## src/source/tso_pkg.sv

```systemverilog
// Transport stream output unit shared widths, packet constants and types.
package tso_pkg;

  // ------------------------------
  // Stream widths
  // ------------------------------
  localparam int BYTE_W         = 8;   // One stream byte.
  localparam int WORD_W         = 32;  // One packed FIFO word.
  localparam int BYTES_PER_WORD = 4;   // Byte lanes per word.
  localparam int CLK_DIV_W      = 12;  // Width of the output clock half-period setting.

  typedef logic [BYTE_W-1:0] byte_t;
  typedef logic [WORD_W-1:0] word_t;
  typedef logic [1:0]        src_sel_t;

  // ------------------------------
  // Packet constants
  // ------------------------------
  localparam byte_t SYNC_BYTE   = 8'h47;  // MPEG-2 TS sync value.
  localparam int    PACKET_SIZE = 188;    // Bytes per TS packet.

  // ------------------------------
  // Source select codes
  // ------------------------------
  localparam src_sel_t SRC_TSI1 = 2'd0;  // First transport stream input.
  localparam src_sel_t SRC_TSI2 = 2'd1;  // Second transport stream input.
  localparam src_sel_t SRC_FE   = 2'd2;  // Front-end input.
  // Code 3 selects no source.

endpackage

```

## src/source/ts_byte_packer.sv

```systemverilog
// Input side that selects one byte source, qualifies packet starts and packs bytes into words.
module ts_byte_packer import tso_pkg::*; (
  input  logic     clk,
  input  logic     rst,
  input  src_sel_t src_sel,     // Static source select.
  input  logic     endian_in,   // 0 packs big-endian, 1 packs little-endian.
  input  byte_t    tsi1_data,
  input  logic     tsi1_wr,
  input  logic     tsi1_start,
  input  logic     tsi1_err,
  input  byte_t    tsi2_data,
  input  logic     tsi2_wr,
  input  logic     tsi2_start,
  input  logic     tsi2_err,
  input  byte_t    fe_data,
  input  logic     fe_wr,
  input  logic     fe_start,
  input  logic     fe_err,
  output word_t    word,        // Packed word, stable while word_wr is high.
  output logic     word_wr      // One-cycle write strobe to the FIFO.
);

  byte_t      sel_data;
  logic       sel_wr;
  logic       sel_start;
  logic       sel_err;
  logic       start_ok;
  logic       sync_hit;
  logic       accept;
  logic       synced;           // Set once the first real packet start was seen.
  logic [1:0] pos;              // Byte position inside the current word.
  word_t      shift_q;

  // ------------------------------
  // Source mux
  // ------------------------------
  always_comb begin
    sel_data  = '0;
    sel_wr    = 1'b0;
    sel_start = 1'b0;
    sel_err   = 1'b0;
    case (src_sel)
      SRC_TSI1: begin
        sel_data  = tsi1_data;
        sel_wr    = tsi1_wr;
        sel_start = tsi1_start;
        sel_err   = tsi1_err;
      end
      SRC_TSI2: begin
        sel_data  = tsi2_data;
        sel_wr    = tsi2_wr;
        sel_start = tsi2_start;
        sel_err   = tsi2_err;
      end
      SRC_FE: begin
        sel_data  = fe_data;
        sel_wr    = fe_wr;
        sel_start = fe_start;
        sel_err   = fe_err;
      end
      default: ;                // Unused code, nothing selected.
    endcase
  end

  assign start_ok = sel_wr & sel_start & ~sel_err;          // Start flag only counts without error.
  assign sync_hit = start_ok & (sel_data == SYNC_BYTE);     // Real packet boundary.
  assign accept   = sel_wr & (synced | sync_hit);           // Drop bytes before the first start.

  // ------------------------------
  // Position and write strobe
  // ------------------------------
  always_ff @(posedge clk) begin
    if (rst) begin
      synced  <= 1'b0;
      pos     <= '0;
      word_wr <= 1'b0;
    end else begin
      // Strobe the word on the cycle after its last byte lands.
      word_wr <= accept & ~sync_hit & (pos == 2'(BYTES_PER_WORD - 1));
      if (sync_hit) begin
        synced <= 1'b1;
        pos    <= 2'd1;             // Sync byte fills lane 0, partial word discarded.
      end else if (accept) begin
        pos <= pos + 2'd1;          // Wraps after the last lane.
      end
    end
  end

  // Shift register, first byte ends up in the top lane for big-endian.
  always_ff @(posedge clk) begin
    if (accept) begin
      if (endian_in)
        shift_q <= {sel_data, shift_q[WORD_W-1:BYTE_W]};   // Little-endian.
      else
        shift_q <= {shift_q[WORD_W-BYTE_W-1:0], sel_data}; // Big-endian.
    end
  end

  assign word = shift_q;

endmodule

```

## src/source/ts_word_fifo.sv

```systemverilog
// Synchronous word FIFO between packer and formatter with a sticky overflow flag.
module ts_word_fifo import tso_pkg::*; #(
  parameter int fifo_depth = 16     // Number of words, 2 or more.
) (
  input  logic  clk,
  input  logic  rst,
  input  logic  word_wr,            // Write strobe from the packer.
  input  word_t word,
  input  logic  rd,                 // One-cycle pop from the formatter.
  output word_t rd_data,            // Head word, valid while not empty.
  output logic  empty,
  output logic  overflow            // Sticky, a word was lost.
);

  typedef logic [$clog2(fifo_depth)-1:0]   ptr_t;
  typedef logic [$clog2(fifo_depth+1)-1:0] cnt_t;

  word_t mem [fifo_depth];
  ptr_t  wr_ptr;
  ptr_t  rd_ptr;
  cnt_t  count;                     // Fill level.
  logic  full;
  logic  push;
  logic  pop;

  // Pointer advance with explicit wrap so any depth works.
  function automatic ptr_t ptr_next(input ptr_t p);
    if (p == ptr_t'(fifo_depth - 1))
      return '0;
    return p + 1'b1;
  endfunction

  assign full  = (count == cnt_t'(fifo_depth));
  assign empty = (count == '0);
  assign push  = word_wr & ~full;   // Full FIFO drops the whole word.
  assign pop   = rd & ~empty;

  // ------------------------------
  // Storage
  // ------------------------------
  always_ff @(posedge clk) begin
    if (push)
      mem[wr_ptr] <= word;
  end

  assign rd_data = mem[rd_ptr];     // Head is visible without a read cycle.

  // ------------------------------
  // Pointers, level, overflow
  // ------------------------------
  always_ff @(posedge clk) begin
    if (rst) begin
      wr_ptr   <= '0;
      rd_ptr   <= '0;
      count    <= '0;
      overflow <= 1'b0;
    end else begin
      if (push)
        wr_ptr <= ptr_next(wr_ptr);
      if (pop)
        rd_ptr <= ptr_next(rd_ptr);
      case ({push, pop})
        2'b10:   count <= count + 1'b1;
        2'b01:   count <= count - 1'b1;
        default: ;                  // Idle or push and pop together.
      endcase
      if (word_wr && full)
        overflow <= 1'b1;           // Held until reset.
    end
  end

endmodule

```

## src/source/ts_clock_gen.sv

```systemverilog
// Programmable divider that makes the output byte clock and its falling-edge tick.
module ts_clock_gen import tso_pkg::*; (
  input  logic                 clk,
  input  logic                 rst,
  input  logic                 out_ena,      // Low parks the clock high.
  input  logic [CLK_DIV_W-1:0] half_period,  // Half period in clk cycles.
  output logic                 pclk,
  output logic                 pclk_fall     // High on the cycle after pclk falls.
);

  logic [CLK_DIV_W-1:0] cnt;                 // Cycles left in this half period.
  logic                 pclk_q;              // Sampled copy for edge detection.
  logic                 expire;

  assign expire = (cnt <= CLK_DIV_W'(1));    // A setting of 0 acts like 1.

  // ------------------------------
  // Divider
  // ------------------------------
  always_ff @(posedge clk) begin
    if (rst) begin
      cnt  <= half_period;                   // First half period after reset is full length.
      pclk <= 1'b1;                          // Idle level is high.
    end else if (!out_ena) begin
      cnt  <= half_period;                   // Start a full half period on enable.
      pclk <= 1'b1;
    end else if (expire) begin
      cnt  <= half_period;
      pclk <= ~pclk;
    end else begin
      cnt <= cnt - 1'b1;
    end
  end

  // Fall detect.
  always_ff @(posedge clk) begin
    if (rst)
      pclk_q <= 1'b1;
    else
      pclk_q <= pclk;
  end

  assign pclk_fall = pclk_q & ~pclk;         // Only a falling edge gives a tick.

endmodule

```

## src/source/ts_output_formatter.sv

```systemverilog
// Output side that unpacks FIFO words into bytes and drives data, valid and packet start.
module ts_output_formatter import tso_pkg::*; (
  input  logic  clk,
  input  logic  rst,
  input  logic  pclk_fall,        // Output update tick.
  input  word_t rd_data,          // FIFO head word.
  input  logic  empty,
  input  logic  endian_out,       // 0 sends the top lane first, 1 the bottom lane.
  output logic  rd,               // Pop, taken with the first byte of a word.
  output byte_t tso_data,
  output logic  tso_valid,
  output logic  tso_start
);

  word_t      cur_word;           // Word being sent.
  logic [1:0] lane;               // Next lane of cur_word.
  logic       have_word;          // cur_word still has unsent lanes.
  word_t      src_word;
  logic [1:0] src_lane;
  logic [1:0] byte_pos;           // Physical byte position, 0 is the bottom.
  byte_t      next_byte;
  logic       next_valid;
  logic       next_start;
  logic       started;            // A start was already delivered.
  logic [7:0] since_start;        // Bytes delivered since the last start.

  // ------------------------------
  // Next byte selection
  // ------------------------------
  always_comb begin
    // A fresh word sends lane 0 straight from the FIFO head.
    src_word   = have_word ? cur_word : rd_data;
    src_lane   = have_word ? lane : 2'd0;
    byte_pos   = endian_out ? src_lane : ~src_lane;
    next_byte  = src_word[BYTE_W*byte_pos +: BYTE_W];
    next_valid = have_word | ~empty;
  end

  assign rd = pclk_fall & ~have_word & ~empty;

  // Sync only counts on the first byte or a full packet after the last start.
  assign next_start = next_valid & (next_byte == SYNC_BYTE) &
                      (~started | (since_start >= 8'(PACKET_SIZE - 1)));

  // ------------------------------
  // Control state
  // ------------------------------
  always_ff @(posedge clk) begin
    if (rst) begin
      have_word   <= 1'b0;
      lane        <= '0;
      tso_valid   <= 1'b0;
      tso_start   <= 1'b0;
      started     <= 1'b0;
      since_start <= '0;
    end else if (pclk_fall) begin
      tso_valid <= next_valid;    // Cleared when nothing is left.
      tso_start <= next_start;
      if (have_word) begin
        lane <= lane + 2'd1;
        if (lane == 2'(BYTES_PER_WORD - 1))
          have_word <= 1'b0;      // Last lane out.
      end else if (!empty) begin
        lane      <= 2'd1;        // Lane 0 goes out on this tick.
        have_word <= 1'b1;
      end
      if (next_valid) begin
        if (next_start) begin
          started     <= 1'b1;
          since_start <= '0;
        end else if (since_start != 8'hff) begin
          since_start <= since_start + 8'd1;  // Saturates on long gaps in framing.
        end
      end
    end
  end

  // Payload registers.
  always_ff @(posedge clk) begin
    if (pclk_fall) begin
      if (next_valid)
        tso_data <= next_byte;    // Holds the last byte while idle.
      if (rd)
        cur_word <= rd_data;
    end
  end

endmodule

```

## src/source/tso_top.sv

```systemverilog
// Transport stream output unit top level joining packer, FIFO, clock divider and formatter.
module tso_top import tso_pkg::*; #(
  parameter int fifo_depth = 16
) (
  input  logic                 clk,
  input  logic                 rst,
  input  src_sel_t             src_sel,
  input  logic                 endian_in,
  input  logic                 endian_out,
  input  logic [CLK_DIV_W-1:0] half_period,
  input  logic                 out_ena,
  input  byte_t                tsi1_data,
  input  logic                 tsi1_wr,
  input  logic                 tsi1_start,
  input  logic                 tsi1_err,
  input  byte_t                tsi2_data,
  input  logic                 tsi2_wr,
  input  logic                 tsi2_start,
  input  logic                 tsi2_err,
  input  byte_t                fe_data,
  input  logic                 fe_wr,
  input  logic                 fe_start,
  input  logic                 fe_err,
  output byte_t                tso_data,
  output logic                 tso_valid,
  output logic                 tso_start,
  output logic                 tso_pclk,
  output logic                 overflow
);

  word_t word;        // Packer to FIFO.
  logic  word_wr;
  word_t rd_data;     // FIFO to formatter.
  logic  empty;
  logic  rd;
  logic  pclk_fall;   // Divider tick.

  // ------------------------------
  // Input side and buffer
  // ------------------------------
  ts_byte_packer u_packer (
    .clk, .rst, .src_sel, .endian_in,
    .tsi1_data, .tsi1_wr, .tsi1_start, .tsi1_err,
    .tsi2_data, .tsi2_wr, .tsi2_start, .tsi2_err,
    .fe_data, .fe_wr, .fe_start, .fe_err,
    .word, .word_wr
  );

  ts_word_fifo #(.fifo_depth(fifo_depth)) u_fifo (
    .clk, .rst, .word_wr, .word, .rd,
    .rd_data, .empty, .overflow
  );

  // ------------------------------
  // Output side
  // ------------------------------
  ts_clock_gen u_clock_gen (
    .clk, .rst, .out_ena, .half_period,
    .pclk(tso_pclk), .pclk_fall
  );

  ts_output_formatter u_formatter (
    .clk, .rst, .pclk_fall, .rd_data, .empty, .endian_out,
    .rd, .tso_data, .tso_valid, .tso_start
  );

endmodule

```

## config.mk

```make
export PLATFORM = sky130hd
export DESIGN_NAME = tso_top
export DESIGN_NICKNAME = d
export VERILOG_FILES = /design/src/source/tso_pkg.sv /design/src/source/ts_byte_packer.sv /design/src/source/ts_word_fifo.sv /design/src/source/ts_clock_gen.sv /design/src/source/ts_output_formatter.sv /design/src/source/tso_top.sv
export SDC_FILE = /design/constraint.sdc
export NUM_CORES = 1
export LEC_CHECK = 0
export ABC_AREA = 1
export BUFFER_PORTS_ARGS = -buffer_cell sky130_fd_sc_hd__buf_2
export CORE_AREA = 2 2 215 217
export CTS_BUF_LIST = sky130_fd_sc_hd__clkbuf_16
export CTS_CLUSTER_SIZE = 12
export DETAILED_ROUTE_END_ITERATION = 8
export DIE_AREA = 0 0 217 219
export PLACE_DENSITY = 0.76
export RECOVER_POWER = 25
export SKIP_LAST_GASP = 1
export SYNTH_ARGS = -nofsm -noshare
export SYNTH_HDL_FRONTEND = slang
export SYNTH_SLANG_ARGS = --single-unit
```

## constraint.sdc

```tcl
create_clock -name clk -period 7.8 [get_ports clk]
set_clock_uncertainty 0.1 [all_clocks]
set_input_delay 1.56 -clock clk [delete_from_list [all_inputs] [get_ports clk]]
set_output_delay 1.56 -clock clk [all_outputs]
set_load 0.03 [all_outputs]
```

==> flow_summary.toml, run 1 <==
[status]
status = "complete, no violations"

[timing]
whs_ns = 0.364
setup_viol = 0
fin_tns_setup_ns = 0
slew_violations = 0
slew-limit-headroom_pct = 12.2
fin_crit_ns = 4.15
rsz0062_at_grt = "no"
hold_viol = 0
fmax_ghz = 0.241
worstMarginPinSlew_ns = 1.32
period_share_pct = 53.2

[setup_path]
end_kind = "register"
crit_buf_inv = 4
startpoint_type = "primary input"
critical_path.top_delay_family = "simple AND/OR/NAND/NOR gates"
cp_common_cell = "nand2_1"
critPathKind = "in -> reg"
max_stage_delay_ns = 0.78
worstPathMaxFanout = 17
crit_arrival_ns = 4.58
path_cells = "buf_2 -> inv_1 -> xor2_2 -> inv_1 -> nor2_1 -> nand2_1 -> nand2_1 -> nand2_1 -> nand2_1 -> nand2_1 -> nor2_2 -> nand4_2 -> nand2_1 -> nand2_1 -> inv_1 -> nor2_1"
cp_slowest_cell = "xor2_2"
cp_data_required_time_ns = 8.23

[power]
clkPwrFrac_pct = 41.0
pwr-share-comb_pct = 1.3
p_int_mw = 5.09
powerDensity_nw_per_um2 = 217
seq_power_share_pct = 57.7
leakagePower_nw = 11.2
switching_share_pct = 19.9
switchingPower_mw = 1.27
irDropWorstVdd_uv = 191

[global_routing]
first_global_vias = 17800
grt_max_degree = 178
antenna_found_initial = 0
grt_pass1_wl_microns = 102000
grt.total_usage_pct = 28.5
grt_overflow = 0

[run]
maxCapViolCount = 0

[clock_network]
cts.sinks = 634
clk_pin_slew_ns = 0.06
cts_tree = "done"
cts_setup_buffers = 0
postCtsHoldBufs = 0
root_buffer = "clkbuf_16"
cts_resized = 0
cts_made_buffers = 61
clockBufferDepth = 3
clock_latency_ns = 0.64
htree_levels = 2

[yosys]
async_flop_share_pct = 0
synthFlopType = "edfxtp_1"
syn_avg_cell_area_sq_um = 10.9
synth-edff-count = 584
synth_area_leader_cell = "edfxtp_1"
synth.yosys.seq_area_share_pct = 68.9
yosysWarnings = 0
synth_fp_nets = 2544
ys_seq_elements = 634
yosys.area.top_type_share_pct = 65.2
synthCells = 2477
netlist_area_sq_um = 26900
synth.area.top_cells = "edfxtp_1 (65%), nand2_1 (8.8%), nand3_1 (5.3%)"
synth.distinct_cells = 39

[detailed_routing]
viasPerCell = 5.94
drtAntennaViolNets = 0
num_vias = 18700
totalWireLength_microns = 67600
first_pass_iters = 6
drc = 0
first_iter_violations = 2315
wl_per_cell_microns = 21.5

[die]
die_h_microns = 219
core_area_sq_um = 45100
placementRows = 78
initial_utilization_pct = 59.7
dieArea_sq_um = 47500
fp.dieW_microns = 217
ios = 64

[layout]
syn2layout_area_growth_pct = 8.74
drive_gt1_share_pct = 7.74
fin_cells = 3145
post-route-cell-area_sq_um = 29300
nets = 2575
n_antenna_cell = 0

[placed_design]
place.gp.congestion = 0.877
placedInstanceArea_sq_um = 27500
dp_hpwl_microns = 36300
io_buffer_count = 63
numPlacedInstances = 3045

[hold_path]
hold_class = "reg -> reg"
path summary, 6_finish.rpt:
| check | start | endpoint | slack, ns | cells after the start |
|---|---|---|---|---|
| worst min register to register | u_packer.synced | u_packer.synced | 0.36 | 2 |
| worst min-delay path | u_packer.synced | u_packer.synced | 0.36 | 2 |
| worst max-delay path | endian_out | u_formatter.since_start[5] | 3.65 | 16 |
| worst max register to register | register | u_formatter.since_start[5] | 3.72 | 18 |
worst min-delay path, delay by kind of cell, from the launching register on:
family,cells,cell delay [ns]
AOI/OAI and AO/OA,1,0.06
buffers and inverters,1,0.06
DFF,1,0.29
synth_stat cells, types with 2 or more instances:
| master | instances |
|---|---|
| edfxtp_1 | 584 |
| a21oi_1 | 29 |
| nor3_1 | 4 |
| a31o_2 | 2 |
| ha_1 | 14 |
| a31oi_1 | 3 |
| clkbuf_1 | 25 |
| xnor2_1 | 3 |
| dfxtp_1 | 50 |
| buf_8 | 2 |
| buf_4 | 12 |
| nor2_2 | 3 |
| o21ai_0 | 92 |
| o211ai_1 | 49 |
| buf_6 | 30 |
| buf_1 | 18 |
| nand3_1 | 287 |
| nor2_1 | 335 |
| nand4_1 | 4 |
| nor4_1 | 3 |
| inv_2 | 4 |
| or2_2 | 2 |
| nand2_1 | 633 |
| buf_2 | 40 |
| inv_1 | 163 |
| o21ai_1 | 61 |
| xor2_1 | 12 |
| mux2i_1 | 2 |
cells by family (layout without fill, tap and decap cells):
family	Yosys count	after routing	synth area share (%)
XOR/XNOR	16	16	0.549
AO/OA/AOI/OAI	240	240	5.01
adder cells (fa/ha/maj)	15	15	0.726
buffers and inverters	296	364	5.41
AND/OR/NAND/NOR	1274	1274	19.3
flip-flops	634	634	68.9
multiplexers	2	2	0.0744
flip-flops by register name, indices dropped and copies added (netlist names), named ones only:
signal                   flops
u_packer.word_wr             1
u_clock_gen.pclk             1
u_formatter.tso_data         8
u_formatter.started          1
u_fifo.mem                 512
u_packer.pos                 2
u_packer.word               32
u_formatter.have_word        1
u_clock_gen.pclk_q           1
u_clock_gen.cnt             12
u_formatter.tso_valid        1
u_fifo.wr_ptr                4
u_formatter.lane             2
u_formatter.tso_start        1
u_packer.synced              1
u_formatter.since_start      8
u_fifo.count                 5
u_fifo.rd_ptr                4
u_formatter.cur_word        32
u_fifo.overflow              1
power groups by stage:
| stage | Combinational (mW) | Sequential, mW | Clock (mW) |
|---|---|---|---|
| after floorplan | 0.0518 | 3.74 | 0 |
| after global placement | 0.0766 | 3.74 | 0 |
| after detailed placement | 0.0805 | 3.74 | 0 |
| after CTS | 0.0815 | 3.67 | 2.62 |
| after global routing | 0.0930 | 3.67 | 2.74 |
| final | 0.0817 | 3.67 | 2.60 |
metrics by stage:
step	utilization, %	total power [mW]	worst slack, ns
floorplan	-	3.79	3.94
global placement	61.1	3.82	3.23
detailed placement	61.1	3.82	3.09
CTS	64.9	6.37	3.69
global route	64.9	6.50	3.38
finish	64.9	6.35	3.65
area by class of cell:
type	instances	area [sq um]
well taps	600	751
clock inverters	39	180
repair buffers	95	581
fillers	3308	15800
multi-input cells	1547	7020
flip-flops and latches	634	18500
inverters	169	643
clock buffers	61	1530
layout by cell type (no fill, tap or decap), types with 14 or more instances in the layout:
cell / netlist / layout
clkbuf_16: 0 / 61
o21ai_0: 92 / 92
nor2_4: 0 / 15
nand3_1: 287 / 287
buf_4: 12 / 30
buf_2: 40 / 63
o211ai_1: 49 / 49
nor2_1: 335 / 320
ha_1: 14 / 14
inv_1: 163 / 188
nand2_1: 633 / 633
dfxtp_1: 50 / 47
o21ai_1: 61 / 61
edfxtp_1: 584 / 584
a21oi_1: 29 / 29
per-layer routing:
metal  wire length [microns]  track usage (%)
met4                    2560             11.5
met5                       0                0
met2                   31600             46.0
met3                    7390             4.95
met1                   26000             38.9
Note: power is estimated with default switching activity, not from simulation.
==> run 2, diff against run 1 <==
--- a/config.mk
+++ b/config.mk
@@ -5,14 +5,14 @@
 export SDC_FILE = /design/constraint.sdc
 export NUM_CORES = 1
 export LEC_CHECK = 0
-export ABC_AREA = 1
+export ABC_AREA = 0
 export BUFFER_PORTS_ARGS = -buffer_cell sky130_fd_sc_hd__buf_2
-export CORE_AREA = 2 2 215 217
+export CORE_AREA = 2 2 217 219
 export CTS_BUF_LIST = sky130_fd_sc_hd__clkbuf_16
 export CTS_CLUSTER_SIZE = 12
 export DETAILED_ROUTE_END_ITERATION = 8
-export DIE_AREA = 0 0 217 219
-export PLACE_DENSITY = 0.76
+export DIE_AREA = 0 0 219 221
+export PLACE_DENSITY = 0.75
 export RECOVER_POWER = 25
 export SKIP_LAST_GASP = 1
 export SYNTH_ARGS = -nofsm -noshare
==> constraint.sdc (replaced) <==
create_clock -name clk -period 3.5 [get_ports clk]
set_clock_uncertainty 0.1 [all_clocks]
set_input_delay 0.7 -clock clk [delete_from_list [all_inputs] [get_ports clk]]
set_output_delay 0.7 -clock clk [all_outputs]
set_load 0.03 [all_outputs]
==> run 2 against run 1 <==
Net effect: combinational power is 130% higher; synthesized area is 4.7% lower; die area up 1.8%; via count is 25% lower; sequential power up 120%; wire length down 11%; first-iteration DRC count shrank 29%; core utilization down 0.73 points; sequential cell count did not move; highest routed layer unchanged.
==> flow_summary.toml, run 2 <==
[status]
status = "complete, no violations"

[timing]
worstMarginPinSlew_ns = 1.35
whs_ns = 0.223
fmax_ghz = 0.293
rsz0062_at_grt = "yes"
hold_viol = 0
slew-limit-headroom_pct = 10.1
setup_ws_ns = 0.0849
period_share_pct = 97.6
setup_viol = 0
fin_crit_ns = 3.42
slew_violations = 0

[layout]
layout_common_cells = "edfxtp_1 (584), mux2i_1 (113), mux4_2 (92), buf_4 (82)"
top_register = "u_fifo.mem"
drive_gt1_share_pct = 24.6
fillers = 3149
final_common_cell = "edfxtp_1"
syn2layout_area_growth_pct = 15.3
largest_reg_flops = 512
nets = 1684
n_antenna_cell = 0

[detailed_routing]
drtAntennaViolNets = 0
wl_per_cell_microns = 26.5
viasPerCell = 6.20
first_iter_violations = 1642
num_vias = 14000
totalWireLength_microns = 60100
first_pass_iters = 5
drc = 0

[setup_path]
crit_buf_inv = 2
critPathKind = "reg -> reg"
cp_data_required_time_ns = 3.93
cp_common_cell = "buf_4"
end_kind = "register"
max_stage_delay_ns = 0.62
critical_path.top_delay_family = "compound AO/OA/AOI/OAI gates"
startpoint_type = "register"
worstPathMaxFanout = 26
crit_arrival_ns = 3.84
cp_slowest_cell = "dfxtp_4"
path_cells = "buf_4 -> mux4_2 -> nor2b_1 -> a211oi_1 -> o311a_1 -> nor4_2 -> nor4b_4 -> buf_4 -> nor3_2 -> mux2_2"

[global_routing]
met2_usage_pct = 40.1
first_global_vias = 14100
grt_overflow = 0
grt_use_met1_pct = 36.3
antenna_found_initial = 1
grt_use_met3_pct = 4.56
grt_max_degree = 41
busiest_layer = "met2"
grt_pass1_wl_microns = 89400
grt.total_usage_pct = 25.3

[power]
powerDensity_nw_per_um2 = 502
irDropWorstVdd_uv = 383
leakagePower_nw = 9.68

[hold_path]
hold_class = "in -> reg"
holdCritStartpoint = "out_ena"

[clock_network]
cts.sinks = 634
root_buffer = "clkbuf_16"
htree_levels = 3
clk_pin_slew_ns = 0.06
cts_tree = "done"
clock_latency_ns = 0.59
clockBufferDepth = 3
cts_made_buffers = 66

[yosys]
synth.area.top_cells = "edfxtp_1 (68%), mux4_2 (8.1%), mux2i_1 (4.4%)"
synth_fp_nets = 1519
synth_top_family_by_area = "multiplexers"
synthFlopType = "edfxtp_1"
synth_area_leader_cell = "edfxtp_1"
synthAdderAreaFrac_pct = 0.762
yosys.area.top_type_share_pct = 68.4
yosysMostFrequentCell = "edfxtp_1"
ys_seq_elements = 634
synthCells = 1452
syn_avg_cell_area_sq_um = 17.6
synthXorXnorAreaFrac_pct = 0.752
yosysWarnings = 0
synth.distinct_cells = 67
synth.yosys.seq_area_share_pct = 72.3
synthSimpleGateAreaFrac_pct = 5.13
synthMuxAreaShare_pct = 14.8
yosys-top-cells-count = "edfxtp_1 (584), mux2i_1 (113), mux4_2 (92)"
netlist_area_sq_um = 25600
synth-compound-area-share_pct = 4.63
async_flop_share_pct = 0
synth-edff-count = 584

[die]
placementRows = 79
fp.dieW_microns = 219
die_h_microns = 221
dieArea_sq_um = 48400
core_area_sq_um = 46100
initial_utilization_pct = 55.6
ios = 64

[run]
maxCapViolCount = 0

[placed_design]
dp_hpwl_microns = 35200
io_buffer_count = 63
place_ws_ns = -0.105
place.gp.congestion = 0.880
==> run 2: what timing repair did <==
| action | CTS | global route |
|---|---|---|
| buffers inserted | 3 | 5 |
| hold buffers | 0 | 0 |
| endpoints found under the setup margin | 5 | 8 |
| endpoints found under the hold margin | 0 | 0 |
| pin swaps | 0 | 1 |
| gates resized for setup | 1 | 3 |
| gates cloned | 0 | 0 |
==> run 2: through the flow <==
stage	cell area, sq um	total power [mW]	instances	TNS [ns]	utilization [%]
final	29500	14.8	2266	0	64.1
after detailed placement	27500	8.52	2148	-0.389	59.7
after floorplan	25600	8.45	1452	0	-
after CTS	29500	14.9	2261	0	64.0
after global placement	27500	8.51	2148	0	59.7
after global routing	29500	15.2	2266	-0.00704	64.1
==> run 2: area by class of cell <==
| class | count | area [sq um] | share of cell area (%) |
|---|---|---|---|
| flip-flops and latches | 634 | 18600 | 62.8 |
| multi-input cells | 728 | 6850 | 23.2 |
| well taps | 607 | 759 | 2.57 |
| clock inverters | 40 | 224 | 0.758 |
| repair buffers | 167 | 1340 | 4.53 |
| inverters | 20 | 75.1 | 0.254 |
| clock buffers | 70 | 1750 | 5.93 |
==> run 2: where the power goes <==
group	switching, mW	internal (mW)	total (mW)
clock network	2.78	3.67	6.45
registers	0.0117	8.16	8.17
logic	0.0982	0.0911	0.189
total	2.89	11.9	14.8
==> run 2: cell families (layout without fill, tap and decap cells) <==
group	Yosys count	after routing
buf+inv	90	297
compound gates	178	178
flops	634	634
simple gates	266	266
fa+ha+maj	15	15
xor+xnor	22	22
mux	247	247
==> run 2: final timing paths <==
path / to / depth (start not counted) / slack, ns
setup / recovery: u_formatter.since_start[0] / 10 / 0.08
hold / removal: u_clock_gen.pclk / 2 / 0.22
setup reg to reg: u_formatter.since_start[0] / 10 / 0.08
hold reg to reg: u_formatter.tso_start / 2 / 0.36
==> run 2: worst register-to-register path, delay by kind of cell (launching register included) <==
kind,cells,cell delay (ns)
buffers and inverters,2,0.57
multiplexers,2,0.56
AND/OR/NAND/NOR,4,0.67
AO/OA/AOI/OAI,2,0.86
flip-flops,1,0.62
==> run 2: routing by layer <==
| metal | vias to the layer above | routed length, microns |
|---|---|---|
| met5 | - | 0 |
| met1 | 7125 | 24400 |
| li1 | 6133 | - |
| met4 | 0 | 1750 |
| met2 | 669 | 28700 |
| met3 | 112 | 5200 |
==> run 3, diff against run 2 <==
--- a/config.mk
+++ b/config.mk
@@ -14,6 +14,7 @@
 export DIE_AREA = 0 0 219 221
 export PLACE_DENSITY = 0.75
 export RECOVER_POWER = 25
+export SETUP_SLACK_MARGIN = 0.15
 export SKIP_LAST_GASP = 1
 export SYNTH_ARGS = -nofsm -noshare
 export SYNTH_HDL_FRONTEND = slang
==> run 3 against run 2 <==
Net effect: global-route usage rose by 0.25 points; via count rose by 1.4%; combinational power barely moved; final cell count fell by 0.62%; die area did not move; core utilization rose by 0.14 points; critical path type unchanged; critical endpoint is now u_formatter.since_start[6]; largest power group unchanged.
==> flow_summary.toml, run 3 (synthesis results as in run 2) <==
[status]
status = "complete, no violations"

[layout]
fin_cells = 2252
multi_input_area_sq_um = 6900
top_register = "u_fifo.mem"
n_antenna_cell = 0
fillers = 3126
drive_gt1_share_pct = 25.4
final-seq-area_sq_um = 18600
syn2layout_area_growth_pct = 15.6
layout_common_cells = "edfxtp_1 (584), mux2i_1 (113), mux4_2 (95), clkbuf_16 (71), nor2_1 (70)"
largest_reg_flops = 512
nets = 1678
final_common_cell = "edfxtp_1"

[setup_path]
rrSetupSlack_ns = 0.08
ff2ff_path_depth = 10
crit_arrival_ns = 3.79
max_stage_delay_ns = 0.50
worst_r2r_endpoint = "u_formatter.since_start[6]"
end_kind = "register"
critPathCapture = "u_formatter.since_start[6]"
cp_slowest_cell = "or4_4"
worstPathMaxFanout = 17
startpoint_type = "register"
critical_path.top_delay_family = "simple AND/OR/NAND/NOR gates"
critPathKind = "reg -> reg"
crit_buf_inv = 3
path_cells = "nor2_1 -> buf_4 -> a221oi_1 -> a221o_1 -> or4_4 -> nor4b_4 -> buf_4 -> a211oi_4 -> buf_6 -> a221o_1"
cp_data_required_time_ns = 3.88
worst-path-stages = 10

[die]
placementRows = 79
dieArea_sq_um = 48400
ios = 64
core_area_sq_um = 46100
initial_utilization_pct = 55.6
fp.dieW_microns = 219
die_h_microns = 221

[timing]
whs_ns = 0.209
slew_violations = 0
fmax_ghz = 0.293
rsz0062_at_grt = "yes"
hold_viol = 0
fin_tns_setup_ns = 0
fin_crit_ns = 3.42
setup_ws_ns = 0.0847
period_share_pct = 97.6
setup_viol = 0
worstMarginPinSlew_ns = 1.21
slew-limit-headroom_pct = 19.1

[placed_design]
numPlacedInstances = 2138
io_buffer_count = 63
dp_hpwl_microns = 34000
place_ws_ns = -0.0369
place.gp.congestion = 0.873

[global_routing]
antenna_found_initial = 0
grt.total_usage_pct = 25.6
first_global_vias = 14200
grt_max_degree = 41
grt_pass1_wl_microns = 90100
grt_overflow = 0

[clock_network]
cts_made_buffers = 66
htree_levels = 3
clock_latency_ns = 0.59
cts_tree = "done"
clk_pin_slew_ns = 0.06
root_buffer = "clkbuf_16"
cts.sinks = 634
clockBufferDepth = 3

[power]
irDropWorstVdd_uv = 366
powerDensity_nw_per_um2 = 496
leakagePower_nw = 9.63
p_total_mw = 14.7

[detailed_routing]
first_iter_violations = 1757
num_vias = 14200
drtAntennaViolNets = 0
viasPerCell = 6.32
wl_per_cell_microns = 26.8
totalWireLength_microns = 60400
first_pass_iters = 6
drc = 0

[run]
maxCapViolCount = 0

[hold_path]
hold_class = "in -> reg"
-- run 3: cell count changes in the layout (fill, tap and decap cells not counted), sizes merged --
cell / delta
buf: -7
bufbuf: +1
bufinv: -1
clkbuf: +1
clkinv: +3
clkinvlp: -1
inv: -10
-- run 3: repair_timing --
action	CTS	global route
setup endpoints to repair	8	9
pin swaps	5	10
buffers inserted	11	0
cloned	1	0
resized for setup	22	8
hold buffers	0	0
-- run 3: power breakdown --
group / internal (mW) / switching (mW) / total (mW)
clock network: 3.61 / 2.70 / 6.31
logic: 0.0900 / 0.0987 / 0.189
registers: 8.16 / 0.0117 / 8.18
total: 11.9 / 2.81 / 14.7
-- run 3: how the worst min path moves through the flow --
| stage | startpoint | end | slack [ns] | depth (start not counted) |
|---|---|---|---|---|
| finish | out_ena | u_clock_gen.pclk | 0.21 | 2 |
| global placement | u_formatter.tso_valid | u_formatter.tso_valid | 0.35 | 2 |
| CTS | out_ena | u_clock_gen.pclk | 0.19 | 2 |
| global route | out_ena | u_clock_gen.pclk | 0.22 | 2 |
| floorplan | u_formatter.started | u_formatter.started | 0.34 | 2 |
| detailed placement | u_formatter.tso_valid | u_formatter.tso_valid | 0.35 | 2 |
-- run 3: final cells by class --
cell class                 instances  share of cell area (%)
sequential                       634                    62.6
multi-input combinational        728                    23.3
clock buffer                      71                    6.00
timing repair buffer             161                    4.80
tap                              607                    2.56
clock inverter                    31                   0.444
inverter                          20                   0.254
-- run 3: routing by layer --
metal,routed length (microns),part of all wire (%),track usage [%],up-vias
li1,-,-,-,6107
met1,23500,39,36.0,7162
met2,28500,47,39.3,830
met3,6230,10,5.79,135
met4,2290,3.8,9.90,0
met5,0,0,0,-
-- run 3: per-stage QoR --
step | utilization, % | instance area [sq um]
6_report | 64.3 | 29600
4_1_cts | 64.3 | 29600
2_1_floorplan | - | 25600
5_1_grt | 64.3 | 29600
3_3_place_gp | 59.6 | 27400
3_5_place_dp | 59.6 | 27400
-- run 3: worst reg2reg max path: cells and delay by family (launching register included) --
kind	cells	cell delay (ns)
simple gates	3	1.30
compound gates	4	0.87
buf+inv	3	0.57
flops	1	0.46
